**config.mk**
```make
export PLATFORM = sky130hd
export DESIGN_NAME = rhythm_top
export DESIGN_NICKNAME = d
export VERILOG_FILES = /design/src/source/rhythm_pkg.sv /design/src/source/note_lane.sv /design/src/source/rhythm_top.sv /design/src/source/score_tally.sv /design/src/source/song_sequencer.sv /design/src/source/tone_gen.sv
export SDC_FILE = /design/constraint.sdc
export NUM_CORES = 1
export LEC_CHECK = 0
export BUFFER_PORTS_ARGS = -buffer_cell sky130_fd_sc_hd__buf_2
export CORE_MARGIN = 2
export CORE_UTILIZATION = 40
export DETAILED_ROUTE_END_ITERATION = 12
export REMOVE_ABC_BUFFERS = 1
export SLEW_MARGIN = 10
export SYNTH_ARGS = -nofsm -noshare
export SYNTH_HDL_FRONTEND = slang
export SYNTH_HIERARCHICAL = 1
export SYNTH_SLANG_ARGS = --single-unit
export TNS_END_PERCENT = 50
```
**constraint.sdc**
```tcl
create_clock -name CLK -period 9.2 [get_ports CLK]
set_clock_uncertainty 0.1 [all_clocks]
set_input_delay 0.92 -clock CLK [delete_from_list [all_inputs] [get_ports CLK]]
set_output_delay 0.92 -clock CLK [all_outputs]
set_load 0.01 [all_outputs]
```
**src/source/rhythm_pkg.sv**
```systemverilog
// rhythm package shared widths, step timing, score weights, tone table and game modes
package rhythm_pkg;

    ////////////////////////////////
    // keys and songs
    ////////////////////////////////
    localparam int NUM_KEYS       = 8;             // one lane per key
    localparam int NUM_SONGS      = 4;
    localparam int STEPS_PER_SONG = 16;
    localparam int STEP_CYCLES    = 40;            // short steps for quick runs

    typedef logic [NUM_KEYS-1:0] key_mask_t;       // one bit per key
    typedef logic [1:0]          song_sel_t;       // song number
    typedef logic [3:0]          step_t;           // step within a song
    typedef logic [5:0]          song_addr_t;      // {song, step}

    ////////////////////////////////
    // scoring
    ////////////////////////////////
    typedef logic [9:0] score_t;                   // unsigned, floor at zero
    typedef logic [3:0] count_t;                   // verdicts in one step

    localparam score_t SCORE_HIT   = 10'd2;        // reward per hit
    localparam score_t SCORE_EXTRA = 10'd1;        // cost per stray press

    ////////////////////////////////
    // piezo
    ////////////////////////////////
    typedef logic [3:0] tone_cnt_t;

    // half periods in clocks, key 0 is the lowest pitch
    localparam tone_cnt_t TONE_HALF [NUM_KEYS] = '{
        4'd12, 4'd11, 4'd10, 4'd9, 4'd8, 4'd7, 4'd6, 4'd5
    };

    typedef enum logic [1:0] {
        MODE_TITLE  = 2'd0,                        // menu, song table writable
        MODE_PLAY   = 2'd1,                        // song running
        MODE_REPORT = 2'd2                         // score screen
    } game_mode_t;

endpackage

```
**src/source/note_lane.sv**
```systemverilog
// note lane judging one key per step as hit, miss or extra press
module note_lane (
    input  logic CLK,
    input  logic RESETN,
    input  logic key_in,
    input  logic expected,
    input  logic step_end,
    input  logic play,
    output logic hit,
    output logic miss,
    output logic extra,
    output logic verdict_valid
);

    logic key_d;                                   // key one cycle back
    logic rise;                                    // press edge
    logic pressed_q;                               // edge seen this step
    logic press_now;                               // includes a press on step_end

    assign rise      = key_in && !key_d;
    assign press_now = pressed_q || rise;

    always_ff @(posedge CLK or posedge RESETN) begin
        if (RESETN) begin
            key_d <= 1'b0;
        end else begin
            key_d <= key_in;
        end
    end

    // step memory, cleared at each step boundary and outside play
    always_ff @(posedge CLK or posedge RESETN) begin
        if (RESETN) begin
            pressed_q <= 1'b0;
        end else if (step_end || !play) begin
            pressed_q <= 1'b0;
        end else if (rise) begin
            pressed_q <= 1'b1;
        end
    end

    //////////////////////////////
    // verdict, one cycle after step_end
    //////////////////////////////
    always_ff @(posedge CLK or posedge RESETN) begin
        if (RESETN) begin
            hit           <= 1'b0;
            miss          <= 1'b0;
            extra         <= 1'b0;
            verdict_valid <= 1'b0;
        end else begin
            verdict_valid <= step_end;                          // single pulse
            hit           <= step_end && expected && press_now;
            miss          <= step_end && expected && !press_now;
            extra         <= step_end && !expected && press_now;
        end
    end

    // verdict bits are exclusive and only follow a step boundary
    a_one_verdict : assert property (@(posedge CLK) disable iff (RESETN)
        (hit || miss || extra) |-> $onehot0({hit, miss, extra}) && $past(step_end));

endmodule

```
**src/source/rhythm_top.sv**
```systemverilog
// rhythm game core top joining sequencer, eight lanes, tally and tone generator
module rhythm_top (
    input  logic                   CLK,
    input  logic                   RESETN,
    input  logic                   menu1,
    input  logic                   menu2,
    input  logic                   back,
    input  rhythm_pkg::song_sel_t  song_sel,
    input  logic                   song_wr,
    input  rhythm_pkg::song_addr_t song_addr,
    input  rhythm_pkg::key_mask_t  song_data,
    input  rhythm_pkg::key_mask_t  key,
    input  logic                   score_ack,
    output rhythm_pkg::game_mode_t mode,
    output logic                   piezo,
    output rhythm_pkg::score_t     score,
    output logic                   score_req,
    output rhythm_pkg::score_t     hit_count,
    output rhythm_pkg::score_t     miss_count
);
    import rhythm_pkg::*;

    key_mask_t note_mask;                          // expected keys this step
    key_mask_t lane_hit;
    key_mask_t lane_miss;
    key_mask_t lane_extra;
    key_mask_t lane_valid;                         // all lanes pulse together
    logic      play;
    logic      step_end;
    logic      start;
    logic      song_done;
    logic      abort;
    logic      busy;

    song_sequencer u_seq (
        .CLK, .RESETN, .menu1, .menu2, .back, .song_sel,
        .song_wr, .song_addr, .song_data, .busy,
        .mode, .play, .note_mask, .step_end, .start, .song_done, .abort
    );

    for (genvar i = 0; i < NUM_KEYS; i++) begin : g_lane
        note_lane u_lane (
            .CLK           (CLK),
            .RESETN        (RESETN),
            .key_in        (key[i]),
            .expected      (note_mask[i]),
            .step_end      (step_end),
            .play          (play),
            .hit           (lane_hit[i]),
            .miss          (lane_miss[i]),
            .extra         (lane_extra[i]),
            .verdict_valid (lane_valid[i])
        );
    end

    score_tally u_tally (
        .CLK, .RESETN,
        .hit (lane_hit), .miss (lane_miss), .extra (lane_extra),
        .verdict_valid (&lane_valid),
        .start, .song_done, .abort, .score_ack,
        .score, .hit_count, .miss_count, .score_req, .busy
    );

    tone_gen u_tone (.CLK, .RESETN, .key, .piezo);

endmodule

```
**src/source/score_tally.sv**
```systemverilog
// score tally summing lane verdicts and reporting the result over req/ack
module score_tally (
    input  logic                  CLK,
    input  logic                  RESETN,
    input  rhythm_pkg::key_mask_t hit,
    input  rhythm_pkg::key_mask_t miss,
    input  rhythm_pkg::key_mask_t extra,
    input  logic                  verdict_valid,
    input  logic                  start,
    input  logic                  song_done,
    input  logic                  abort,
    input  logic                  score_ack,
    output rhythm_pkg::score_t    score,
    output rhythm_pkg::score_t    hit_count,
    output rhythm_pkg::score_t    miss_count,
    output logic                  score_req,
    output logic                  busy
);
    import rhythm_pkg::*;

    typedef enum logic [1:0] {
        HS_IDLE,                                   // no report pending
        HS_WAIT,                                   // last score settling
        HS_REQ,                                    // req up, wait ack
        HS_DROP                                    // req down, wait ack low
    } hs_state_t;

    hs_state_t              hs_q;
    count_t                 n_hit;
    count_t                 n_miss;
    count_t                 n_extra;
    logic [$bits(score_t):0] gain;                 // one spare bit
    logic [$bits(score_t):0] penalty;
    score_t                 next_score;

    function automatic count_t popcount(input key_mask_t v);
        count_t n;
        n = '0;
        for (int i = 0; i < NUM_KEYS; i++) begin
            n = n + count_t'(v[i]);
        end
        return n;
    endfunction

    assign n_hit      = popcount(hit);
    assign n_miss     = popcount(miss);
    assign n_extra    = popcount(extra);
    assign gain       = {1'b0, score} + SCORE_HIT * n_hit;
    assign penalty    = SCORE_EXTRA * n_extra;
    assign next_score = (gain > penalty) ? score_t'(gain - penalty) : '0;  // floor at 0
    assign score_req  = (hs_q == HS_REQ);
    assign busy       = (hs_q != HS_IDLE);

    //////////////////////////////
    // accumulation
    //////////////////////////////
    always_ff @(posedge CLK or posedge RESETN) begin
        if (RESETN) begin
            score      <= '0;
            hit_count  <= '0;
            miss_count <= '0;
        end else if (start || abort) begin
            score      <= '0;                                   // fresh game or quit
            hit_count  <= '0;
            miss_count <= '0;
        end else if (verdict_valid) begin
            score      <= next_score;
            hit_count  <= hit_count + score_t'(n_hit);
            miss_count <= miss_count + score_t'(n_miss);
        end
    end

    // four phase handshake
    always_ff @(posedge CLK or posedge RESETN) begin
        if (RESETN) begin
            hs_q <= HS_IDLE;
        end else begin
            case (hs_q)
                HS_IDLE: if (song_done && !abort) hs_q <= HS_WAIT;
                HS_WAIT: hs_q <= HS_REQ;                        // let last verdict land
                HS_REQ:  if (score_ack) hs_q <= HS_DROP;
                HS_DROP: if (!score_ack) hs_q <= HS_IDLE;
                default: hs_q <= HS_IDLE;
            endcase
        end
    end

    // req is withdrawn only after the far side answered
    a_req_held : assert property (@(posedge CLK) disable iff (RESETN)
        $fell(score_req) |-> $past(score_ack));

endmodule

```
**src/source/song_sequencer.sv**
```systemverilog
// song sequencer with menu FSM, song table memory and step timing for the lanes
module song_sequencer (
    input  logic                   CLK,
    input  logic                   RESETN,
    input  logic                   menu1,
    input  logic                   menu2,
    input  logic                   back,
    input  rhythm_pkg::song_sel_t  song_sel,
    input  logic                   song_wr,
    input  rhythm_pkg::song_addr_t song_addr,
    input  rhythm_pkg::key_mask_t  song_data,
    input  logic                   busy,
    output rhythm_pkg::game_mode_t mode,
    output logic                   play,
    output rhythm_pkg::key_mask_t  note_mask,
    output logic                   step_end,
    output logic                   start,
    output logic                   song_done,
    output logic                   abort
);
    import rhythm_pkg::*;

    logic [$clog2(STEP_CYCLES)-1:0] cyc_q;                       // cycle within step
    step_t                          step_q;                      // current step
    song_sel_t                      sel_q;                       // song latched at start
    key_mask_t                      song_mem [NUM_SONGS*STEPS_PER_SONG];
    logic                           wr_ok;
    logic                           last_step;

    assign play      = (mode == MODE_PLAY);
    assign wr_ok     = song_wr && (mode == MODE_TITLE);          // table locked outside title
    assign start     = (mode == MODE_TITLE) && menu1 && !busy;   // held off by open handshake
    assign abort     = play && back;
    assign step_end  = play && (cyc_q == $bits(cyc_q)'(STEP_CYCLES - 1));
    assign last_step = (step_q == step_t'(STEPS_PER_SONG - 1));
    assign note_mask = song_mem[{sel_q, step_q}];                // async read of current step

    //////////////////////////////
    // menu FSM
    //////////////////////////////
    always_ff @(posedge CLK or posedge RESETN) begin
        if (RESETN) begin
            mode <= MODE_TITLE;
        end else begin
            case (mode)
                MODE_TITLE: begin
                    if (start) begin
                        mode <= MODE_PLAY;                       // step 0 starts here
                    end else if (menu2) begin
                        mode <= MODE_REPORT;                     // view last score
                    end
                end
                MODE_PLAY: begin
                    if (back) begin
                        mode <= MODE_TITLE;
                    end else if (song_done) begin
                        mode <= MODE_REPORT;                     // one cycle after last step
                    end
                end
                MODE_REPORT: begin
                    if (back) begin
                        mode <= MODE_TITLE;
                    end
                end
                default: mode <= MODE_TITLE;
            endcase
        end
    end

    //////////////////////////////
    // step timing
    //////////////////////////////
    always_ff @(posedge CLK or posedge RESETN) begin
        if (RESETN) begin
            cyc_q     <= '0;
            step_q    <= '0;
            sel_q     <= '0;
            song_done <= 1'b0;
        end else begin
            song_done <= step_end && last_step;                 // lines up with verdicts
            if (start) begin
                cyc_q  <= '0;
                step_q <= '0;
                sel_q  <= song_sel;                              // song fixed for the run
            end else if (play) begin
                if (step_end) begin
                    cyc_q  <= '0;
                    step_q <= step_q + step_t'(1);               // wraps after step 15
                end else begin
                    cyc_q <= cyc_q + 1'b1;
                end
            end
        end
    end

    // song table, no reset on the storage
    always_ff @(posedge CLK) begin
        if (wr_ok) begin
            song_mem[song_addr] <= song_data;
        end
    end

    // steps only run while no score handshake is pending
    a_step_in_play : assert property (@(posedge CLK) disable iff (RESETN)
        step_end |-> (mode == MODE_PLAY) && !busy);

    // a write outside title leaves the addressed entry untouched
    a_table_locked : assert property (@(posedge CLK) disable iff (RESETN)
        (song_wr && mode != MODE_TITLE) |=>
            song_mem[$past(song_addr)] === $past(song_mem[song_addr]));

endmodule

```
**src/source/tone_gen.sv**
```systemverilog
// tone generator driving a square wave on the piezo for the lowest pressed key
module tone_gen (
    input  logic                  CLK,
    input  logic                  RESETN,
    input  rhythm_pkg::key_mask_t key,
    output logic                  piezo
);
    import rhythm_pkg::*;

    logic [$clog2(NUM_KEYS)-1:0] idx;              // lowest pressed key
    logic [$clog2(NUM_KEYS)-1:0] idx_q;            // key of the running tone
    logic                        any;
    logic                        any_q;
    logic                        restart;
    tone_cnt_t                   cnt_q;

    // priority pick, lowest bit wins
    always_comb begin
        idx = '0;
        for (int i = NUM_KEYS - 1; i >= 0; i--) begin
            if (key[i]) begin
                idx = i[$clog2(NUM_KEYS)-1:0];
            end
        end
    end

    assign any     = |key;
    assign restart = any && (!any_q || (idx != idx_q));    // new tone

    always_ff @(posedge CLK or posedge RESETN) begin
        if (RESETN) begin
            idx_q <= '0;
            any_q <= 1'b0;
            cnt_q <= '0;
            piezo <= 1'b0;
        end else begin
            idx_q <= idx;
            any_q <= any;
            if (!any) begin
                cnt_q <= '0;
                piezo <= 1'b0;                              // silent and parked low
            end else if (restart) begin
                cnt_q <= '0;
            end else if (cnt_q == TONE_HALF[idx] - tone_cnt_t'(1)) begin
                cnt_q <= '0;
                piezo <= ~piezo;                            // half period done
            end else begin
                cnt_q <= cnt_q + tone_cnt_t'(1);
            end
        end
    end

endmodule
```
==> impl_metrics.env <==
export IMPL_outcome="complete, no violations"
export IMPL_synth_distinct_cells=83
export IMPL_crit_path_end_kind="register"
export IMPL_crit_path_start_kind="register"
export IMPL_num_rows=93
export IMPL_grt_pass1_vias=14165
export IMPL_chipWidth_um=259
export IMPL_finalInstanceArea_mm2=0.0293
export IMPL_ys_seq_area_share_pct=69.2
export IMPL_path_class="register to register"
export IMPL_grt_max_degree=72
export IMPL_setup_violations=0
export IMPL_yosysWarnings=6
export IMPL_peakVddDrop_mv=0.188
export IMPL_yosysTopAreaCell="edfxtp_1"
export IMPL_ctsHoldBuffers=0
export IMPL_yosys_area_share_adder_pct=2.87
export IMPL_synth_area_leaders="edfxtp_1, dfrtp_1, mux4_2"
export IMPL_synth_top_family_by_area="multiplexers"
export IMPL_synth_xor_xnor_area_share_pct=1.24
export IMPL_synthCells=1505
export IMPL_die_y_um=259
export IMPL_post_route_period_util_pct=61.4
export IMPL_holdCritPathClass="input port to async pin"
export IMPL_hpwl_mm=37.3
export IMPL_post_cts_buffers=0
export IMPL_cts_repair_resized=0
export IMPL_dieArea_mm2=0.0670
export IMPL_max_slew_margin_rel_pct=21.7
export IMPL_fin_setup_tns_ns=0
export IMPL_cap_violations=0
export IMPL_yosys_register_bits=616
export IMPL_slew_violations=0
export IMPL_r2r_start="g_lane[0].u_lane/hit"
export IMPL_reg2reg_depth=17
export IMPL_arrival_ns=6.05
export IMPL_coreArea_mm2=0.0643
export IMPL_firstDrtPassIters=5
export IMPL_postRouteAntennaNets=0
export IMPL_pin_count=65
export IMPL_worstPathRequired_ns=9.60
export IMPL_cts_tree="yes"
export IMPL_io_buffers=64
export IMPL_wirelength_mm=59.8
export IMPL_reg2reg_to="u_tally/score[9]"
export IMPL_fin_nets=1675
export IMPL_gr_usage_all_layers_pct=18.1
export IMPL_drive_gt1_share_pct=18.7
export IMPL_hold_viol=0
export IMPL_drtIter0Drc=1171
export IMPL_p_per_area_mw_per_mm2=214
export IMPL_detail_route_vias_per_cell=5.53
export IMPL_p_leak_uw=0.00997
export IMPL_place_gp_congestion=0.814
export IMPL_synth_compound_area_share_pct=4.56
export IMPL_fmax_ghz=0.177
export IMPL_synth_ff_type="edfxtp_1"
export IMPL_grt_pass1_wl_mm=89.9
export IMPL_path_max_fanout=5
export IMPL_syn_area_mm2=0.0260
export IMPL_area_growth_syn_to_layout_pct=12.8
export IMPL_synthMuxAreaShare_pct=12.4
export IMPL_min_period_ns=5.65
export IMPL_overflow=0
export IMPL_netlist_area_leader_share_pct=59.2
export IMPL_synth_edf_count=512
export IMPL_clk_path_buf_depth=3
export IMPL_initial_core_util_pct=40.4
export IMPL_synth_simple_area_share_pct=7.17
export IMPL_reg2reg_setup_slack_ns=3.55
export IMPL_rsz0062_at_grt="no"
export IMPL_cts_buffers=68
export IMPL_wl_per_cell_um=23.9
export IMPL_placed_area_mm2=0.0271
export IMPL_worst_pin_slew_ns=1.17
export IMPL_cts_sinks=616
export IMPL_antenna_found_initial=2
export IMPL_avgSynthCellArea_um2=17.3
export IMPL_cts_root_buf="clkbuf_16"
export IMPL_vias=13842
export IMPL_clk_pin_slew_ns=0.06
export IMPL_htree_levels=3
export IMPL_final_util_pct=45.5
export IMPL_clock_latency_ns=0.62
export IMPL_drt_drc_violations_left=0
export IMPL_ys_async_sr_fraction_pct=16.9
## worst max-delay path by stage
stage                    startpoint               endpoint  slack [ns]  cells past startpoint
2_1_floorplan       u_seq/step_q[0]  g_lane[2].u_lane/miss        2.83                      6
5_1_grt        g_lane[0].u_lane/hit       u_tally/score[7]        3.22                     18
3_5_place_dp   g_lane[0].u_lane/hit       u_tally/score[5]        3.60                     18
3_3_place_gp   g_lane[0].u_lane/hit       u_tally/score[6]        3.75                     18
6_report       g_lane[0].u_lane/hit       u_tally/score[9]        3.55                     17
4_1_cts        g_lane[0].u_lane/hit       u_tally/score[5]        3.58                     18
## per-stage QoR
step | cells | hold slack (ns) | worst slack [ns] | power (µW)
floorplan | 1445 | 0.321 | 2.83 | 3410
global placement | 2379 | 0.330 | 3.75 | 3650
detailed placement | 2379 | 0.336 | 3.60 | 3660
CTS | 2500 | 0.239 | 3.58 | 6320
global route | 2500 | 0.270 | 3.22 | 6470
finish | 2501 | 0.251 | 3.55 | 6260
## final cells by class
type / count / area, µm²
repair buffers: 79 / 445
clock inverters: 38 / 419
fillers: 5526 / 35000
flip-flops and latches: 616 / 18000
diodes: 1 / 2.50
multi-input cells: 760 / 7340
well taps: 855 / 1070
clock buffers: 83 / 1780
inverters: 69 / 259
## power by group
group | switching [µW] | leakage [µW] | internal (µW) | total, µW
logic | 342 | 0.00289 | 150 | 492
clock network | 1120 | 0.00106 | 1540 | 2660
registers | 42.7 | 0.00601 | 3070 | 3110
total | 1500 | 0.00997 | 4750 | 6260
## Yosys cell counts (all sizes together), types with 8 or more instances
library cell and number:
edfxtp 512, nor2 136, mux4 128, dfrtp 104, inv 68, nand2 51, a21oi 45, nand2b 37
buf 36, ha 34, clkbuf 24, xor2 24, nand3 21, o21ai 20, nor2b 19, a22oi 17
mux2i 17, fa 16, o22ai 14, xnor2 12, a211oi 11, nand4 11, nor3 11, a31oi 10
nor3b 10, or3 10, and3 9, nand3b 8
## per-layer routing
metal / GRT usage (%) / vias up / routed length [µm]
li1: - / 6067 / -
met1: 24.5 / 7228 / 25200
met2: 30.0 / 455 / 29700
met3: 3.46 / 92 / 3590
met4: 5.14 / 0 / 1340
met5: 0 / - / 0
## cells in the final DEF (no fill, tap or decap), drive strengths merged, types with 8 or more instances in the layout
cell    count
edfxtp    512
nor2      136
mux4      128
dfrtp     104
clkbuf     83
buf        79
inv        73
nand2      51
a21oi      45
nand2b     37
ha         34
clkinv     27
xor2       24
nand3      21
o21ai      20
nor2b      19
mux2i      17
a22oi      17
fa         16
o22ai      14
xnor2      12
nand4      11
nor3       11
a211oi     11
a31oi      10
or3        10
nor3b      10
and3        9
nand3b      8
## cells by family after synthesis
kind of cell | after synthesis
flip-flops | 616
AND/OR/NAND/NOR | 353
AO/OA/AOI/OAI | 173
multiplexers | 148
buffers and inverters | 129
adder cells (fa/ha/maj) | 50
XOR/XNOR | 36
## worst max-delay path: stages, from the launching register on
cell and delay (ns):
dfrtp_1 0.32, inv_1 0.05, fa_1 0.54, fa_1 0.42, fa_1 0.49, inv_1 0.04, ha_1 0.20, fa_1 0.55
inv_1 0.10, fa_1 0.50, inv_1 0.04, ha_1 0.36, a21oi_1 0.21, nand2_1 0.15, a211oi_4 0.34, nor4b_1 0.64
mux2i_1 0.19, a32o_1 0.29
## sequential cells by signal, indices dropped and copies added (netlist names), 6 cells and up
register	count
u_seq/song_mem	512
u_tally/hit_count	10
u_tally/miss_count	10
u_tally/score	10
g_lane.u_lane/extra	8
g_lane.u_lane/hit	8
g_lane.u_lane/key_d	8
g_lane.u_lane/miss	8
g_lane.u_lane/pressed_q	8
g_lane.u_lane/verdict_valid	8
u_seq/cyc_q	6
(Power assumes the default switching activity.)
